==> config.mk <==
export PLATFORM = sky130hd
export DESIGN_NAME = inst_mem
export DESIGN_NICKNAME = d
export VERILOG_FILES = /design/src/rv_pkg.sv /design/src/inst_mem.sv
export SDC_FILE = /design/constraint.sdc
export NUM_CORES = 2
export LEC_CHECK = 0
export ABC_AREA = 0
export BUFFER_PORTS_ARGS = -buffer_cell sky130_fd_sc_hd__buf_2
export CORE_ASPECT_RATIO = 1.25
export CORE_UTILIZATION = 30
export DETAILED_ROUTE_END_ITERATION = 8
export SLEW_MARGIN = 20
export SYNTH_ARGS = -nofsm -noshare
export SYNTH_HDL_FRONTEND = slang
export SYNTH_SLANG_ARGS = --single-unit
==> constraint.sdc <==
create_clock -name clk -period 5.3 [get_ports clk]
set_input_delay 0.265 -clock clk [delete_from_list [all_inputs] [get_ports clk]]
set_output_delay 0.265 -clock clk [all_outputs]
set_load 0.005 [all_outputs]
==> src/rv_pkg.sv <==
package rv_pkg;

    // widths and depths
    localparam int XLEN        = 32;
    localparam int REG_COUNT   = 32;
    localparam int REG_ADDR_W  = 5;
    localparam int IMM_W       = 12;
    localparam int IMEM_WORDS  = 64;
    localparam int DMEM_WORDS  = 64;
    localparam int IMEM_ADDR_W = $clog2(IMEM_WORDS);
    localparam int DMEM_ADDR_W = $clog2(DMEM_WORDS);
    // one load struct serves both memories
    localparam int LOAD_ADDR_W = (IMEM_ADDR_W > DMEM_ADDR_W) ? IMEM_ADDR_W : DMEM_ADDR_W;

    // lw
    localparam logic [6:0] OPCODE_LW    = 7'b0000011;
    localparam logic [2:0] FUNCT3_LW    = 3'b010;
    // sw
    localparam logic [6:0] OPCODE_SW    = 7'b0100011;
    localparam logic [2:0] FUNCT3_SW    = 3'b010;
    // add and sub share opcode and funct3
    localparam logic [6:0] OPCODE_ADD   = 7'b0110011;
    localparam logic [2:0] FUNCT3_ADD   = 3'b000;
    localparam logic [6:0] FUNCT7_ADD   = 7'b0000000;
    localparam logic [6:0] OPCODE_SUB   = 7'b0110011;
    localparam logic [2:0] FUNCT3_SUB   = 3'b000;
    localparam logic [6:0] FUNCT7_SUB   = 7'b0100000;
    // addi
    localparam logic [6:0] OPCODE_ADDI  = 7'b0010011;
    localparam logic [2:0] FUNCT3_ADDI  = 3'b000;
    // ecall, used as halt
    localparam logic [6:0] OPCODE_ECALL = 7'b1110011;
    localparam logic [2:0] FUNCT3_ECALL = 3'b000;
    localparam logic [6:0] FUNCT7_ECALL = 7'b0000000;

    typedef enum logic [2:0] {
        OP_NOP,
        OP_LW,
        OP_SW,
        OP_ADD,
        OP_SUB,
        OP_ADDI,
        OP_HALT
    } op_kind_e;

    typedef struct packed {
        op_kind_e              op;
        logic [REG_ADDR_W-1:0] rs1;
        logic [REG_ADDR_W-1:0] rs2;
        logic [REG_ADDR_W-1:0] rd;
        logic [XLEN-1:0]       imm_i;
        logic [XLEN-1:0]       imm_s;
    } decoded_inst_t;

    // byte address from the core
    typedef struct packed {
        logic [XLEN-1:0] addr;
        logic [XLEN-1:0] wdata;
        logic            wen;
    } dmem_req_t;

    // word index from the outside loader
    typedef struct packed {
        logic                   we;
        logic [LOAD_ADDR_W-1:0] addr;
        logic [XLEN-1:0]        data;
    } mem_load_t;

endpackage

==> src/inst_mem.sv <==
`timescale 1ns/1ns

module inst_mem (
    input  logic                    clk,
    input  logic [rv_pkg::XLEN-1:0] addr_i,
    output logic [rv_pkg::XLEN-1:0] inst_o,
    input  rv_pkg::mem_load_t       load_i
);

    logic [rv_pkg::XLEN-1:0]        mem [rv_pkg::IMEM_WORDS];
    logic [rv_pkg::IMEM_ADDR_W-1:0] fetch_idx;
    logic [rv_pkg::IMEM_ADDR_W-1:0] load_idx;

    // byte pc to word index
    assign fetch_idx = addr_i[rv_pkg::IMEM_ADDR_W+1:2];
    assign load_idx  = load_i.addr[rv_pkg::IMEM_ADDR_W-1:0];

    assign inst_o = mem[fetch_idx];

    always_ff @(posedge clk) begin
        if (load_i.we) begin
            mem[load_idx] <= load_i.data;
        end
    end

    // pc from the core stays word aligned
    a_fetch_aligned: assert property (@(posedge clk)
        !$isunknown(addr_i) |-> addr_i[1:0] == 2'b00)
        else $error("misaligned fetch address %h", addr_i);

endmodule

==> results.yml <==
clock_network:
  cts-root-buf: "clkbuf_16"
  cts_buffers: 182
  clock-sinks: 2048
  cts_tree: "built"
  h-tree-depth: 4
  cts_max_path_buffers: 3
  clk_pin_slew_ps: 60
run_status:
  violations: "hold timing"
  outcome: "complete, but fails checks"
worst_setup_path:
  cpMostUsedCell: "a21oi_1"
  worstPathCellList: "buf_8, buf_4, buf_12, mux4_2, o221ai_1, a21oi_1, a21oi_1, nor2_1, buf_2"
  cpPeakStageDelay_ps: 710
  cp.required_ps: 5040
  start_kind: "input pin"
  crit_path_max_fanout: 63
  arrival_ps: 3660
  cp_slowest_cell: "nor2_1"
  end_kind: "primary output"
  crit_type: "in -> out"
cells_and_area:
  fill_cells: 23342
  stdcell_area_um2: 89500
  regMostFlops: "mem"
  final_core_util: 0.348
  area_growth_syn_to_layout_pct: 14.9
  reg_top3: "mem: 2048 flops"
  nets: 3601
  largest_reg_flops: 2048
  multi_input_area_um2: 16000
  drive_above_1_share: 0.303
  stdcell_count: 7043
  seq_area_um2: 61500
sta:
  slew_headroom: 0.240
  timing.hold.ws_ps: -15.8
  hold_viol: 17
  rsz0062_at_grt: "no"
  worst_slack_ps: 1380
  maxSlewViolCount: 0
  tns_ps: 0
  fin_crit_ps: 3920
  finalSetupViolCount: 0
  period_share: 0.740
  fmax_mhz: 255
  tightest_slew_ps: 1140
synthesis:
  async_reset_ff_frac: 0
  ys_top_cells_by_area: "edfxtp_1 79%, mux4_2 16%, mux2i_1 1.2%"
  synth_top_area_share: 0.790
  yosys_register_bits: 2048
  postSynthCellCount: 3292
  yosysMostFrequentCell: "edfxtp_1"
  avgSynthCellArea_um2: 23.7
  ys.flop_type: "edfxtp_1"
  synth_fp_nets: 3364
  yosys-top-cells-count: "2048 x edfxtp_1, 544 x mux4_2, 137 x nor2_1"
  synthDistinctLibCells: 33
  synth_area_um2: 77900
  synth_largest_area_cell: "edfxtp_1"
  ys_warn_count: 0
  synth_edf_count: 2048
  seq_area_frac_synth: 0.790
global_route:
  grt_pass1_wl_um: 283000
  overflow: 0
  antenna_found_initial: 16
  first_global_vias: 37086
  grt_max_degree: 70
  grt_util_all_layers: 0.153
die:
  dieWidth_um: 458
  die-height_um: 572
  rows: 208
  dieArea_um2: 262000
  core_area_um2: 257000
  initial_core_util: 0.303
  pin_count: 104
drt:
  vias_per_cell: 5.11
  drc: 0
  antenna_left: 0
  drtIter0Drc: 4001
  firstDrtPassIters: 5
  routed-via-count: 36004
  detail_route.wl_per_cell_um: 28.6
  routed_wl_um: 202000
placed_design:
  port_buffers: 77
  dp_slack_ps: 1240
  dpl.cell_count: 6702
  place_area_um2: 83500
  routabilityCongestion: 0.820
  post-dp-hpwl_um: 119000
pwr:
  pwr_density_cell_nw_per_um2: 369
  leakage_nw: 27.2
  power_mw: 33.0
  ir_worst_vdd_uv: 234
run:
  drv_cap: 0
min_path:
  hp-class: "in -> reg"
-- metal layers --
layer,wire [um],up-vias,track usage
met2,105000,1224,0.267
met3,11900,283,0.0248
li1,-,14637,-
met5,8,-,0
met1,77100,19858,0.187
met4,8100,2,0.0627
-- placed cells by master, fill, tap and decap left out, types with 8 or more instances in the layout --
| cell type | synthesis | routed |
|---|---|---|
| bufinv_16 | 0 | 21 |
| clkinvlp_4 | 0 | 9 |
| a22oi_1 | 12 | 12 |
| buf_12 | 0 | 17 |
| edfxtp_1 | 2048 | 2048 |
| nor2b_1 | 15 | 15 |
| o22ai_1 | 84 | 84 |
| mux2i_1 | 93 | 93 |
| buf_4 | 25 | 152 |
| nor2_1 | 137 | 74 |
| o221ai_1 | 27 | 27 |
| nand2_1 | 26 | 26 |
| clkinv_1 | 0 | 33 |
| buf_2 | 57 | 60 |
| a311oi_1 | 8 | 8 |
| a21oi_1 | 62 | 62 |
| clkbuf_1 | 74 | 34 |
| nor2_4 | 0 | 62 |
| mux4_2 | 544 | 544 |
| clkbuf_16 | 0 | 184 |
| clkinv_2 | 0 | 36 |
-- timing repair --
action                                  CTS  global route
hold endpoints to repair                  0            16
hold buffers                              0             1
endpoints found under the setup margin    0             0
resized for setup                         0             0
buffers inserted                          0             0
-- logic make-up (layout without fill, tap and decap cells) --
family / Yosys count / count (layout) / share of synthesized area
buf+inv: 182 / 566 / 0.0114
simple gates: 223 / 223 / 0.0128
mux: 637 / 637 / 0.169
other cells: 0 / 7 / 0
flops: 2048 / 2048 / 0.790
compound gates: 202 / 202 / 0.0169
-- path summary, 6_finish.rpt --
check        from               endpoint  slack, ps  depth (start not counted)
max     addr_i[4]              inst_o[3]       1380                          9
min    load_i[28]  mem[14][28]$_DFFE_PP_        -20                          1
-- final cells by class --
class / count / area share
Antenna cell: 7 / 0.000196
Clock buffer: 218 / 0.0529
Clock inverter: 113 / 0.0131
Multi-Input combinational cell: 1062 / 0.178
Sequential cell: 2048 / 0.687
Tap cell: 3360 / 0.0470
Timing Repair Buffer: 235 / 0.0210
-- power by group --
part / leakage [nW] / internal (mW) / switching, mW / total [mW]
clock: 2.88 / 7.41 / 5.89 / 13.3
combinational: 5.88 / 0.626 / 1.10 / 1.73
sequential: 18.4 / 17.9 / 0.0225 / 17.9
-- worst max-delay path, delay by kind of cell --
kind / cells / cell delay (ps)
buf+inv: 4 / 1570
simple gates: 1 / 710
mux: 1 / 300
compound gates: 3 / 620
Power figures use the tool's default switching activity.
