[src/rv_pkg.sv]
package rv_pkg;

    // widths and depths
    localparam int XLEN        = 32;
    localparam int REG_COUNT   = 32;
    localparam int REG_ADDR_W  = 5;
    localparam int IMM_W       = 12;
    localparam int IMEM_WORDS  = 64;
    localparam int DMEM_WORDS  = 64;
    localparam int IMEM_ADDR_W = $clog2(IMEM_WORDS);
    localparam int DMEM_ADDR_W = $clog2(DMEM_WORDS);
    // one load struct serves both memories
    localparam int LOAD_ADDR_W = (IMEM_ADDR_W > DMEM_ADDR_W) ? IMEM_ADDR_W : DMEM_ADDR_W;

    // lw
    localparam logic [6:0] OPCODE_LW    = 7'b0000011;
    localparam logic [2:0] FUNCT3_LW    = 3'b010;
    // sw
    localparam logic [6:0] OPCODE_SW    = 7'b0100011;
    localparam logic [2:0] FUNCT3_SW    = 3'b010;
    // add and sub share opcode and funct3
    localparam logic [6:0] OPCODE_ADD   = 7'b0110011;
    localparam logic [2:0] FUNCT3_ADD   = 3'b000;
    localparam logic [6:0] FUNCT7_ADD   = 7'b0000000;
    localparam logic [6:0] OPCODE_SUB   = 7'b0110011;
    localparam logic [2:0] FUNCT3_SUB   = 3'b000;
    localparam logic [6:0] FUNCT7_SUB   = 7'b0100000;
    // addi
    localparam logic [6:0] OPCODE_ADDI  = 7'b0010011;
    localparam logic [2:0] FUNCT3_ADDI  = 3'b000;
    // ecall, used as halt
    localparam logic [6:0] OPCODE_ECALL = 7'b1110011;
    localparam logic [2:0] FUNCT3_ECALL = 3'b000;
    localparam logic [6:0] FUNCT7_ECALL = 7'b0000000;

    typedef enum logic [2:0] {
        OP_NOP,
        OP_LW,
        OP_SW,
        OP_ADD,
        OP_SUB,
        OP_ADDI,
        OP_HALT
    } op_kind_e;

    typedef struct packed {
        op_kind_e              op;
        logic [REG_ADDR_W-1:0] rs1;
        logic [REG_ADDR_W-1:0] rs2;
        logic [REG_ADDR_W-1:0] rd;
        logic [XLEN-1:0]       imm_i;
        logic [XLEN-1:0]       imm_s;
    } decoded_inst_t;

    // byte address from the core
    typedef struct packed {
        logic [XLEN-1:0] addr;
        logic [XLEN-1:0] wdata;
        logic            wen;
    } dmem_req_t;

    // word index from the outside loader
    typedef struct packed {
        logic                   we;
        logic [LOAD_ADDR_W-1:0] addr;
        logic [XLEN-1:0]        data;
    } mem_load_t;

endpackage

[src/data_mem.sv]
`timescale 1ns/1ns

module data_mem (
    input  logic                           clk,
    input  rv_pkg::dmem_req_t              req_i,
    output logic [rv_pkg::XLEN-1:0]        rdata_o,
    input  rv_pkg::mem_load_t              load_i,
    input  logic [rv_pkg::DMEM_ADDR_W-1:0] peek_addr_i,
    output logic [rv_pkg::XLEN-1:0]        peek_data_o
);

    logic [rv_pkg::XLEN-1:0]        mem [rv_pkg::DMEM_WORDS];
    logic [rv_pkg::DMEM_ADDR_W-1:0] core_idx;
    logic [rv_pkg::DMEM_ADDR_W-1:0] load_idx;

    assign core_idx = req_i.addr[rv_pkg::DMEM_ADDR_W+1:2];
    assign load_idx = load_i.addr[rv_pkg::DMEM_ADDR_W-1:0];

    assign rdata_o     = mem[core_idx];
    assign peek_data_o = mem[peek_addr_i];

    // loader first
    always_ff @(posedge clk) begin
        if (load_i.we) begin
            mem[load_idx] <= load_i.data;
        end else if (req_i.wen) begin
            mem[core_idx] <= req_i.wdata;
        end
    end

    a_store_addr: assert property (@(posedge clk)
        req_i.wen |-> req_i.addr[1:0] == 2'b00 &&
                      req_i.addr < rv_pkg::XLEN'(rv_pkg::DMEM_WORDS * 4))
        else $error("store address %h misaligned or out of range", req_i.addr);

    // loads only happen under reset, core stores never do
    a_no_collision: assert property (@(posedge clk)
        load_i.we |-> !req_i.wen)
        else $error("load write and core store in the same cycle");

endmodule

[config.mk]
export PLATFORM = sky130hd
export DESIGN_NAME = data_mem
export DESIGN_NICKNAME = d
export VERILOG_FILES = /design/src/rv_pkg.sv /design/src/data_mem.sv
export SDC_FILE = /design/constraint.sdc
export NUM_CORES = 2
export LEC_CHECK = 0
export BUFFER_PORTS_ARGS = -buffer_cell sky130_fd_sc_hd__buf_2
export CAP_MARGIN = 20
export CORE_MARGIN = 5
export CORE_UTILIZATION = 60
export DETAILED_ROUTE_END_ITERATION = 12
export HOLD_SLACK_MARGIN = 0.05
export PLACE_DENSITY_LB_ADDON = 0.3
export SLEW_MARGIN = 40
export SYNTH_ARGS = -nofsm -noshare
export SYNTH_HDL_FRONTEND = slang
export SYNTH_SLANG_ARGS = --single-unit
[constraint.sdc]
create_clock -name clk -period 5.01 [get_ports clk]
set_input_delay 0.501 -clock clk [delete_from_list [all_inputs] [get_ports clk]]
set_output_delay 0.501 -clock clk [all_outputs]
set_load 0.05 [all_outputs]
==> key figures <==
Synth
  – Syn Inst Count: 4446
  – Count of state elements after synthesis: 2048
  – Distinct cell type count after synthesis: 42
  – Post-synth EDFFs: 2048
  – Async SR Flop Fraction: 0%
  – Syn Nets: 4557
  – Synth area leader: edfxtp_1
  – Ys flop type: edfxtp_1
  – Synth top area share: 64.9%
  – Syn_area_per_cell: 21.3 µm²
  – Ys Warns: 0
  – Synth top area cells: edfxtp_1, mux4_2, mux2i_1
  – Sequential element share of the synthesized area: 64.9%
  – Cell area after synthesis: 0.0948 mm²

Cells and area
  – Most common cell after layout, fill and taps aside: edfxtp_1
  – Share of layout cells above drive strength 1: 41.5%
  – Top reg by flops: mem
  – Area of the multi-input gates: 0.0323 mm²
  – Area growth, synth to finish: 12.5%
  – Nets@finish: 4839
  – Register Area: 0.0615 mm²
  – Largest regs: mem: 2048 flops
  – Commonest non-fill, non-tap cells in the layout: edfxtp_1, mux4_2, nand2_1
  – Number of flip-flops in the largest register: 2048
  – Fill cells: 9347

Drt
  – Routed wire length: 283000 µm
  – Via count: 53900
  – DRT antenna net count: 0
  – 1st-iter DRT viols: 8645
  – Vias per Instance: 7.75
  – Detailed-route DRC error count: 0
  – Routed wire length per instance: 40.7 µm
  – Drt pass-1 iters: 5

Timing
  – Worst-margin pin slew: 0.932 ns
  – Slew Limit Fails: 0
  – Hold Vio Cnt, Final: 0
  – Achievable Freq: 231 MHz
  – Final period util: 86.3%
  – Final setup fails: 0
  – Setup TNS: 0 ns
  – RSZ-0062 raised after global routing: no
  – Final WS setup: 0.685 ns
  – Final hold slack: 0.411 ns
  – Tmin final: 4.33 ns
  – Slew headroom: 37.9%

Power and ir drop
  – Power per Cell Area: 355 mW/mm²
  – LEAKAGE: 33.0 nW
  – Max IR drop VDD: 0.397 mV
  – Total power: 37.8 mW

Clocking
  – CTS H-Tree Depth: 4
  – Post-CTS Resized: 0
  – CTS buffer count: 196
  – CTS root buf: clkbuf_16
  – Hold buffers post-CTS: 0
  – Clk slew on worst S/H paths: 0.06 ns
  – Longest Clk Path Bufs: 3
  – Clock Sinks: 2048
  – Post-CTS Setup Bufs: 0
  – CTS tree: built

Floorplanning
  – Core area: 0.157 mm²
  – Initial Utilization: 60.5%
  – Die footprint: 0.166 mm²
  – Die Span X: 407 µm
  – Cell Rows: 145
  – Number of I/O pins: 175
  – Vert. Die Dim: 407 µm

Status
  – Outcome: complete, no violations

Global routing
  – Gr usage total: 34.2%
  – Vias in the first global route: 54900
  – Initial antenna violation count: 14
  – Gr ovfl total: 0
  – Global-route wire length before repair: 401000 µm
  – Largest net degree at the start of global routing: 72

Setup path
  – CP delay by family, top: buffers and inverters
  – Crit. End Element: primary output
  – CP required: 4.51 ns
  – Worst path bufs/invs: 3
  – CP Launch Type: primary input
  – CP Data Arrival Time: 3.82 ns
  – Crit-path max FO: 20
  – Crit-path cells: buf_2 -> nor2b_2 -> buf_4 -> nand3_1 -> a21oi_1 -> a21oi_1 -> buf_2
  – Setup CP Type: in -> out
  – Worst path max stage delay: 0.88 ns
  – Highest-delay cell along the critical path: nor2b_2

Placement
  – Gpl congestion: 0.861
  – Hpwl dp: 165000 µm
  – Worst slack at placement: 0.778 ns
  – PortBufs: 148

Worst hold path
  – HP Class: in -> reg

Run
  – Max-cap viol count: 0
==> where the power goes <==
| group | total, mW | switching, mW | leakage, nW | internal (mW) |
|---|---|---|---|---|
| registers | 19.3 | 0.0901 | 18.0 | 19.2 |
| clock network | 14.7 | 6.39 | 3.03 | 8.27 |
| logic | 3.85 | 2.39 | 12.0 | 1.46 |
==> synth_stat cells, types with 3 or more instances <==
master	number
nand2_1	258
and2_1	8
mux4_2	1152
o211ai_1	67
mux2i_1	126
nand3_1	51
clkbuf_1	139
nor2b_1	11
nand2b_1	8
o22ai_1	34
o21ai_0	7
nor2_1	85
buf_6	12
buf_1	59
o21a_1	3
a221oi_1	3
buf_4	25
o221ai_1	11
a22o_1	13
buf_2	114
a21oi_1	28
a22oi_1	66
and3_1	7
mux2_2	61
edfxtp_1	2048
nand3b_1	4
a31oi_1	24
==> area by class of cell <==
| type | count | share of cell area [%] |
|---|---|---|
| flip-flops and latches | 2048 | 57.7 |
| repair buffers | 433 | 3.69 |
| multi-input cells | 2047 | 30.3 |
| clock inverters | 103 | 0.960 |
| well taps | 2058 | 2.41 |
| clock buffers | 251 | 4.89 |
| inverters | 2 | 0.00704 |
| diodes | 10 | 0.0235 |
==> kinds of logic (layout without fill, tap and decap cells) <==
kind of cell / after synthesis / count (layout) / share of synthesized area [%]
DFF: 2048 / 2048 / 64.9
muxes: 1339 / 1339 / 29.4
and+or+nand+nor: 443 / 443 / 1.96
buffers and inverters: 351 / 789 / 1.74
AOI/OAI and AO/OA: 265 / 265 / 1.97
other: 0 / 10 / 0
==> metrics by stage <==
step / std cells / instance area, µm² / util, %
after floorplan: 4446 / 94800 / -
after global placement: 6581 / 100000 / 63.9
after detailed placement: 6585 / 100000 / 64.1
after CTS: 6939 / 107000 / 68.0
after global routing: 6942 / 107000 / 68.1
final: 6952 / 107000 / 68.1
==> per-layer routing <==
metal	wire, µm	up-vias	GRT usage [%]
met2	131000	4726	51.8
li1	-	20100	-
met1	91600	28100	45.4
met3	43800	934	11.7
met4	16800	16	16.5
met5	104	-	0.374
==> final timing paths <==
check	from	to	slack [ns]	cells after the start
setup / recovery	req_i[40]	rdata_o[25]	0.68	7
hold / removal	req_i[3]	mem[3][2]	0.41	3
Power figures use the tool's default switching activity.
