`src/rv_pkg.sv`:
```
package rv_pkg;

    // widths and depths
    localparam int XLEN        = 32;
    localparam int REG_COUNT   = 32;
    localparam int REG_ADDR_W  = 5;
    localparam int IMM_W       = 12;
    localparam int IMEM_WORDS  = 64;
    localparam int DMEM_WORDS  = 64;
    localparam int IMEM_ADDR_W = $clog2(IMEM_WORDS);
    localparam int DMEM_ADDR_W = $clog2(DMEM_WORDS);
    // one load struct serves both memories
    localparam int LOAD_ADDR_W = (IMEM_ADDR_W > DMEM_ADDR_W) ? IMEM_ADDR_W : DMEM_ADDR_W;

    // lw
    localparam logic [6:0] OPCODE_LW    = 7'b0000011;
    localparam logic [2:0] FUNCT3_LW    = 3'b010;
    // sw
    localparam logic [6:0] OPCODE_SW    = 7'b0100011;
    localparam logic [2:0] FUNCT3_SW    = 3'b010;
    // add and sub share opcode and funct3
    localparam logic [6:0] OPCODE_ADD   = 7'b0110011;
    localparam logic [2:0] FUNCT3_ADD   = 3'b000;
    localparam logic [6:0] FUNCT7_ADD   = 7'b0000000;
    localparam logic [6:0] OPCODE_SUB   = 7'b0110011;
    localparam logic [2:0] FUNCT3_SUB   = 3'b000;
    localparam logic [6:0] FUNCT7_SUB   = 7'b0100000;
    // addi
    localparam logic [6:0] OPCODE_ADDI  = 7'b0010011;
    localparam logic [2:0] FUNCT3_ADDI  = 3'b000;
    // ecall, used as halt
    localparam logic [6:0] OPCODE_ECALL = 7'b1110011;
    localparam logic [2:0] FUNCT3_ECALL = 3'b000;
    localparam logic [6:0] FUNCT7_ECALL = 7'b0000000;

    typedef enum logic [2:0] {
        OP_NOP,
        OP_LW,
        OP_SW,
        OP_ADD,
        OP_SUB,
        OP_ADDI,
        OP_HALT
    } op_kind_e;

    typedef struct packed {
        op_kind_e              op;
        logic [REG_ADDR_W-1:0] rs1;
        logic [REG_ADDR_W-1:0] rs2;
        logic [REG_ADDR_W-1:0] rd;
        logic [XLEN-1:0]       imm_i;
        logic [XLEN-1:0]       imm_s;
    } decoded_inst_t;

    // byte address from the core
    typedef struct packed {
        logic [XLEN-1:0] addr;
        logic [XLEN-1:0] wdata;
        logic            wen;
    } dmem_req_t;

    // word index from the outside loader
    typedef struct packed {
        logic                   we;
        logic [LOAD_ADDR_W-1:0] addr;
        logic [XLEN-1:0]        data;
    } mem_load_t;

endpackage

```
`src/core.sv`:
```
`timescale 1ns/1ns

module core (
    input  logic                    clk,
    input  logic                    rst_n,
    output logic [rv_pkg::XLEN-1:0] imem_addr_o,
    input  logic [rv_pkg::XLEN-1:0] inst_i,
    output rv_pkg::dmem_req_t       dmem_req_o,
    input  logic [rv_pkg::XLEN-1:0] dmem_rdata_i,
    output logic                    exit_o
);

    logic [rv_pkg::XLEN-1:0] pc_q;
    rv_pkg::decoded_inst_t   dec;
    logic [rv_pkg::XLEN-1:0] rs1_data;
    logic [rv_pkg::XLEN-1:0] rs2_data;
    logic [rv_pkg::XLEN-1:0] alu_res;
    logic [rv_pkg::XLEN-1:0] wb_data;
    logic                    rf_we;

    inst_decoder i_inst_decoder (
        .inst_i (inst_i),
        .dec_o  (dec)
    );

    reg_file i_reg_file (
        .clk        (clk),
        .rst_n      (rst_n),
        .rs1_addr_i (dec.rs1),
        .rs2_addr_i (dec.rs2),
        .rs1_data_o (rs1_data),
        .rs2_data_o (rs2_data),
        .we_i       (rf_we),
        .rd_addr_i  (dec.rd),
        .rd_data_i  (wb_data)
    );

    // halt as soon as ecall is fetched
    assign exit_o = (dec.op == rv_pkg::OP_HALT);

    always_ff @(posedge clk) begin
        if (!rst_n) begin
            pc_q <= '0;
        end else if (!exit_o) begin
            pc_q <= pc_q + rv_pkg::XLEN'(4);
        end
    end

    assign imem_addr_o = pc_q;

    always_comb begin
        case (dec.op)
            rv_pkg::OP_LW,
            rv_pkg::OP_ADDI: alu_res = rs1_data + dec.imm_i;
            rv_pkg::OP_SW:   alu_res = rs1_data + dec.imm_s;
            rv_pkg::OP_ADD:  alu_res = rs1_data + rs2_data;
            rv_pkg::OP_SUB:  alu_res = rs1_data - rs2_data;
            default:         alu_res = '0;
        endcase
    end

    // memory access
    assign dmem_req_o.addr  = alu_res;
    assign dmem_req_o.wdata = rs2_data;
    assign dmem_req_o.wen   = rst_n && !exit_o && (dec.op == rv_pkg::OP_SW);

    // writeback
    assign rf_we   = (dec.op == rv_pkg::OP_LW) || (dec.op == rv_pkg::OP_ADD) ||
                     (dec.op == rv_pkg::OP_SUB) || (dec.op == rv_pkg::OP_ADDI);
    assign wb_data = (dec.op == rv_pkg::OP_LW) ? dmem_rdata_i : alu_res;

    a_one_writer: assert property (@(posedge clk) disable iff (!rst_n)
        !(dmem_req_o.wen && rf_we))
        else $error("memory and register write in the same cycle");

    a_pc_hold: assert property (@(posedge clk) disable iff (!rst_n)
        exit_o |=> $stable(pc_q) && exit_o)
        else $error("pc moved after halt");

endmodule

```
`src/inst_decoder.sv`:
```
`timescale 1ns/1ns

module inst_decoder (
    input  logic [rv_pkg::XLEN-1:0] inst_i,
    output rv_pkg::decoded_inst_t   dec_o
);

    logic [6:0]       opcode;
    logic [2:0]       funct3;
    logic [6:0]       funct7;
    rv_pkg::op_kind_e op;

    assign opcode = inst_i[6:0];
    assign funct3 = inst_i[14:12];
    assign funct7 = inst_i[31:25];

    always_comb begin
        op = rv_pkg::OP_NOP;
        if (opcode == rv_pkg::OPCODE_LW && funct3 == rv_pkg::FUNCT3_LW) begin
            op = rv_pkg::OP_LW;
        end else if (opcode == rv_pkg::OPCODE_SW && funct3 == rv_pkg::FUNCT3_SW) begin
            op = rv_pkg::OP_SW;
        end else if (opcode == rv_pkg::OPCODE_ADD && funct3 == rv_pkg::FUNCT3_ADD &&
                     funct7 == rv_pkg::FUNCT7_ADD) begin
            op = rv_pkg::OP_ADD;
        end else if (opcode == rv_pkg::OPCODE_SUB && funct3 == rv_pkg::FUNCT3_SUB &&
                     funct7 == rv_pkg::FUNCT7_SUB) begin
            op = rv_pkg::OP_SUB;
        end else if (opcode == rv_pkg::OPCODE_ADDI && funct3 == rv_pkg::FUNCT3_ADDI) begin
            op = rv_pkg::OP_ADDI;
        end else if (opcode == rv_pkg::OPCODE_ECALL && funct3 == rv_pkg::FUNCT3_ECALL &&
                     funct7 == rv_pkg::FUNCT7_ECALL) begin
            op = rv_pkg::OP_HALT;
        end
    end

    assign dec_o.op    = op;
    assign dec_o.rs1   = inst_i[19:15];
    assign dec_o.rs2   = inst_i[24:20];
    assign dec_o.rd    = inst_i[11:7];
    // sign extended 12-bit immediates
    assign dec_o.imm_i = {{(rv_pkg::XLEN-rv_pkg::IMM_W){inst_i[31]}}, inst_i[31:20]};
    assign dec_o.imm_s = {{(rv_pkg::XLEN-rv_pkg::IMM_W){inst_i[31]}}, inst_i[31:25],
                          inst_i[11:7]};

    // decoded kind must map back to the opcode it came from
    always_comb begin
        logic [6:0] exp_opcode;
        case (dec_o.op)
            rv_pkg::OP_LW:   exp_opcode = rv_pkg::OPCODE_LW;
            rv_pkg::OP_SW:   exp_opcode = rv_pkg::OPCODE_SW;
            rv_pkg::OP_ADD:  exp_opcode = rv_pkg::OPCODE_ADD;
            rv_pkg::OP_SUB:  exp_opcode = rv_pkg::OPCODE_SUB;
            rv_pkg::OP_ADDI: exp_opcode = rv_pkg::OPCODE_ADDI;
            rv_pkg::OP_HALT: exp_opcode = rv_pkg::OPCODE_ECALL;
            default:         exp_opcode = opcode;
        endcase
        assert (exp_opcode == opcode)
            else $error("decoded op %s disagrees with opcode %b", dec_o.op.name(), opcode);
    end

endmodule

```
`src/reg_file.sv`:
```
`timescale 1ns/1ns

module reg_file (
    input  logic                          clk,
    input  logic                          rst_n,
    input  logic [rv_pkg::REG_ADDR_W-1:0] rs1_addr_i,
    input  logic [rv_pkg::REG_ADDR_W-1:0] rs2_addr_i,
    output logic [rv_pkg::XLEN-1:0]       rs1_data_o,
    output logic [rv_pkg::XLEN-1:0]       rs2_data_o,
    input  logic                          we_i,
    input  logic [rv_pkg::REG_ADDR_W-1:0] rd_addr_i,
    input  logic [rv_pkg::XLEN-1:0]       rd_data_i
);

    logic [rv_pkg::XLEN-1:0] regs [rv_pkg::REG_COUNT];

    always_ff @(posedge clk) begin
        if (!rst_n) begin
            for (int i = 0; i < rv_pkg::REG_COUNT; i++) begin
                regs[i] <= '0;
            end
        end else if (we_i && rd_addr_i != '0) begin
            regs[rd_addr_i] <= rd_data_i;
        end
    end

    // x0 hardwired
    assign rs1_data_o = (rs1_addr_i == '0) ? '0 : regs[rs1_addr_i];
    assign rs2_data_o = (rs2_addr_i == '0) ? '0 : regs[rs2_addr_i];

    // storage for x0 never picks up a write after reset
    a_x0_zero: assert property (@(posedge clk) disable iff (!rst_n)
        regs[0] == '0)
        else $error("x0 storage became nonzero");

endmodule

```
`config.mk`:
```
export PLATFORM = sky130hd
export DESIGN_NAME = core
export DESIGN_NICKNAME = d
export VERILOG_FILES = /design/src/rv_pkg.sv /design/src/core.sv /design/src/inst_decoder.sv /design/src/reg_file.sv
export SDC_FILE = /design/constraint.sdc
export NUM_CORES = 2
export LEC_CHECK = 0
export BUFFER_PORTS_ARGS = -buffer_cell sky130_fd_sc_hd__buf_2
export CORE_ASPECT_RATIO = 1.4
export CORE_MARGIN = 4
export CORE_UTILIZATION = 65
export DETAILED_ROUTE_END_ITERATION = 16
export PLACE_DENSITY = 0.83
export SYNTH_ARGS = -nofsm -noshare
export SYNTH_HDL_FRONTEND = slang
export SYNTH_SLANG_ARGS = --single-unit
export TNS_END_PERCENT = 20
```
`constraint.sdc`:
```
create_clock -name clk -period 19 [get_ports clk]
set_input_delay 2.85 -clock clk [delete_from_list [all_inputs] [get_ports clk]]
set_output_delay 2.85 -clock clk [all_outputs]
set_load 0.005 [all_outputs]
```
==> qor.csv <==
stage,metric,value,unit
clocking,root_buffer,clkbuf_16,
timing,drv_slew,17,
floorplanning,die_h,359,um
layout,area_growth,8.43,%
setup_path,path_class,input pin to output port,
flow_run,drv_cap,2,
setup_path,rrSetupSlack,11.14,ns
outcome,violations,"max-capacitance violations, max-slew violations",
worst_hold_path,hold_class,flip-flop to flip-flop,
floorplanning,die_area,93100,sq um
routing,drt_iter0_markers,8137,
logic_synthesis,ys_warn_count,0,
timing,fin_worst_skew,0.0475,ns
timing,slew-limit-headroom,-4.70,%
logic_synthesis,synth-seq-cells,1054,
placement,dpl-instance-area,59300,sq um
setup_path,cpLargestDelayFamily,compound AO/OA/AOI/OAI gates,
logic_synthesis,synthTopCellsByCount,"1,135 x nor2_1, 1,024 x edfxtp_1, 567 x mux4_2, 328 x clkbuf_1, 171 x nand2_1",
power_and_ir_drop,ir_drop,0.0759,mV
logic_synthesis,synth_top_area_share,53.6,%
grt,track_usage,43.5,%
placement,hpwl,118000,um
logic_synthesis,synth-async-reset-ratio,0,%
logic_synthesis,synthFlopType,edfxtp_1,
grt,grt_max_degree,108,
timing,fin_setup_tns,0,ns
layout,final_area,62200,sq um
clocking,cts_resized,0,
logic_synthesis,synth_most_common_cell,nor2_1,
setup_path,slowest_delay,0.91,ns
clocking,cts.path.max_buffers,3,
logic_synthesis,synth_area_per_cell,13.7,sq um
logic_synthesis,postSynthCellCount,4178,
placement,pre_cts_ws,5.12,ns
setup_path,crit_slowest_cell,buf_4,
placement,io_buffers,161,
logic_synthesis,yosysTopAreaCell,edfxtp_1,
grt,antenna_found_initial,5,
timing,worst_slew_pin_slew,1.56,ns
layout,drive_gt1_share,27.0,%
routing,firstDrtPassIters,11,
timing,grt_setup_unrepaired,false,
timing,period_share,74.1,%
routing,antenna_left,0,
clocking,ctsHoldBuffers,0,
clocking,cts_buffers,94,
logic_synthesis,syn-cell-area,57400,sq um
clocking,numClockSinks,1054,
placement,gp_congestion,0.981,
grt,overflow,0,
outcome,status,"finished, violations left",
power_and_ir_drop,power_density,84.6,nW/um^2
timing,min_period,14.07,ns
logic_synthesis,synth_area_leaders,"edfxtp_1 54%, mux4_2 22%, nor2_1 7.4%, mux2i_1 2.2%, clkbuf_1 2.1%",
setup_path,cp_data_arrival_time,11.22,ns
routing,vias,42600,
routing,wire_per_inst,37.7,um
floorplanning,start_util,65.7,%
power_and_ir_drop,cellLeakagePower,21.0,nW
setup_path,required,16.15,ns
timing,finalSetupViolations,0,
timing,fmax,71.1,MHz
logic_synthesis,yosysSeqAreaShare,54.7,%
routing,wl,204000,um
setup_path,critPathLaunchType,input pin,
setup_path,path_buf_inv,5,
routing,drc,0,
floorplanning,num_io_pins,164,
logic_synthesis,synth-edff-count,1024,
setup_path,crit_path_max_fanout,107,
setup_path,crit_top_cell,a21o_1,
clocking,clk_latency,0.72,ns
timing,finalWorstSetupSlack,4.93,ns
floorplanning,fp.dieW,259,um
layout,fin_nets,4291,
clocking,cts_setup_buffers,0,
timing,hold_viol_final,0,
clocking,clk_pin_slew_worst_paths,0.06,ns
setup_path,endpoint_kind,output port,
floorplanning,rows,128,
grt,grt_pass1_wl,290000,um
clocking,cts_tree,yes,
logic_synthesis,ys_types,79,
clocking,htreeDepth,3,
grt,grt_pass1_vias,43600,
floorplanning,coreArea,87300,sq um
routing,viasPerCell,7.88,
[layout by cell type (no fill, tap or decap), types with 16 or more instances in the layout]
| cell type | count |
|---|---|
| a21o_1 | 30 |
| a21oi_1 | 56 |
| a221oi_1 | 19 |
| a22oi_1 | 36 |
| a31oi_1 | 16 |
| and2_1 | 16 |
| buf_2 | 154 |
| buf_4 | 136 |
| clkbuf_1 | 20 |
| clkbuf_16 | 95 |
| clkinv_1 | 18 |
| dfxtp_1 | 30 |
| edfxtp_1 | 1024 |
| ha_1 | 51 |
| inv_1 | 28 |
| mux2_2 | 16 |
| mux2i_1 | 121 |
| mux4_2 | 567 |
| nand2_1 | 107 |
| nand2_2 | 64 |
| nand3_1 | 33 |
| nor2_1 | 1133 |
| nor2_2 | 32 |
| nor2b_1 | 28 |
| nor3_1 | 34 |
| o21ai_0 | 38 |
| xnor2_1 | 47 |
| xor2_1 | 34 |
[flip-flops by register name (all words and copies together) (netlist names)]
| signal | count |
|---|---|
| imem_addr_o | 30 |
| i_reg_file.regs | 1024 |
[path summary, 6_finish.rpt]
| path | endpoint | startpoint | depth (start not counted) |
|---|---|---|---|
| max reg2reg | i_reg_file.regs[0][31]$_SDFFCE_PN0P_ | i_reg_file.regs[8][10]$_SDFFCE_PN0P_ | 23 |
| max | dmem_req_o[63] | inst_i[20] | 25 |
| min reg2reg | imem_addr_o[3]$_SDFFE_PN0N_ | imem_addr_o[3]$_SDFFE_PN0N_ | 2 |
| min | imem_addr_o[3]$_SDFFE_PN0N_ | imem_addr_o[3]$_SDFFE_PN0N_ | 2 |
[metal layers]
metal	part of all wire (%)	GRT usage [%]
met1	27	50.0
met2	44	65.3
met3	18	18.0
met5	0.014	0
met4	11	32.7
[metrics by stage]
stage               total power [mW]  hold slack, ns  utilization [%]  std cells
finish                          5.26           0.489             71.2       5413
detailed placement              3.39           0.481             68.0       5247
floorplan                       3.15           0.477                -       4179
global placement                3.37           0.478             68.0       5247
CTS                             5.20           0.489             71.2       5408
global route                    5.36           0.522             71.2       5408
[report_power, final]
part           switching, mW  internal, mW  leakage (nW)
Sequential            0.0453          2.62          10.8
Clock                  0.887         0.985          1.40
Combinational          0.436         0.288          8.73
[worst register-to-register path: stages (launching register included)]
cell      delay [ns]
edfxtp_1        0.40
mux4_2          0.48
mux4_2          0.49
nor2_1          0.30
a21oi_1         0.26
or4_4           0.64
nor4b_1         0.49
nor3b_1         0.65
xnor2_1         0.13
a221o_1         0.31
nand2_1         0.07
ha_1            0.31
a21o_1          0.21
a21o_1          0.17
a21o_1          0.20
a21o_1          0.18
a21oi_1         0.16
o21ai_0         0.13
or2_2           0.33
a311o_1         0.34
or3_4           0.41
a32oi_4         0.22
buf_4           0.52
nor2_1          0.14
[final cells by class]
cell class | instances | area (sq um)
sequential | 1054 | 31400
fill | 5189 | 25100
multi-input combinational | 2696 | 24500
clock buffer | 115 | 2450
timing repair buffer | 297 | 1900
tap | 1170 | 1460
clock inverter | 46 | 397
inverter | 30 | 113
antenna | 5 | 12.5
[cells by family after synthesis]
group                    Yosys count  synth area share [%]
adder cells (fa/ha/maj)           52                  1.15
multiplexers                     712                  24.8
flip-flops                      1054                  54.7
buffers and inverters            429                  3.22
AO/OA/AOI/OAI                    305                  3.74
AND/OR/NAND/NOR                 1544                  11.2
other                              1               0.00654
XOR/XNOR                          81                  1.24
Note: power is estimated with default switching activity, not from simulation.
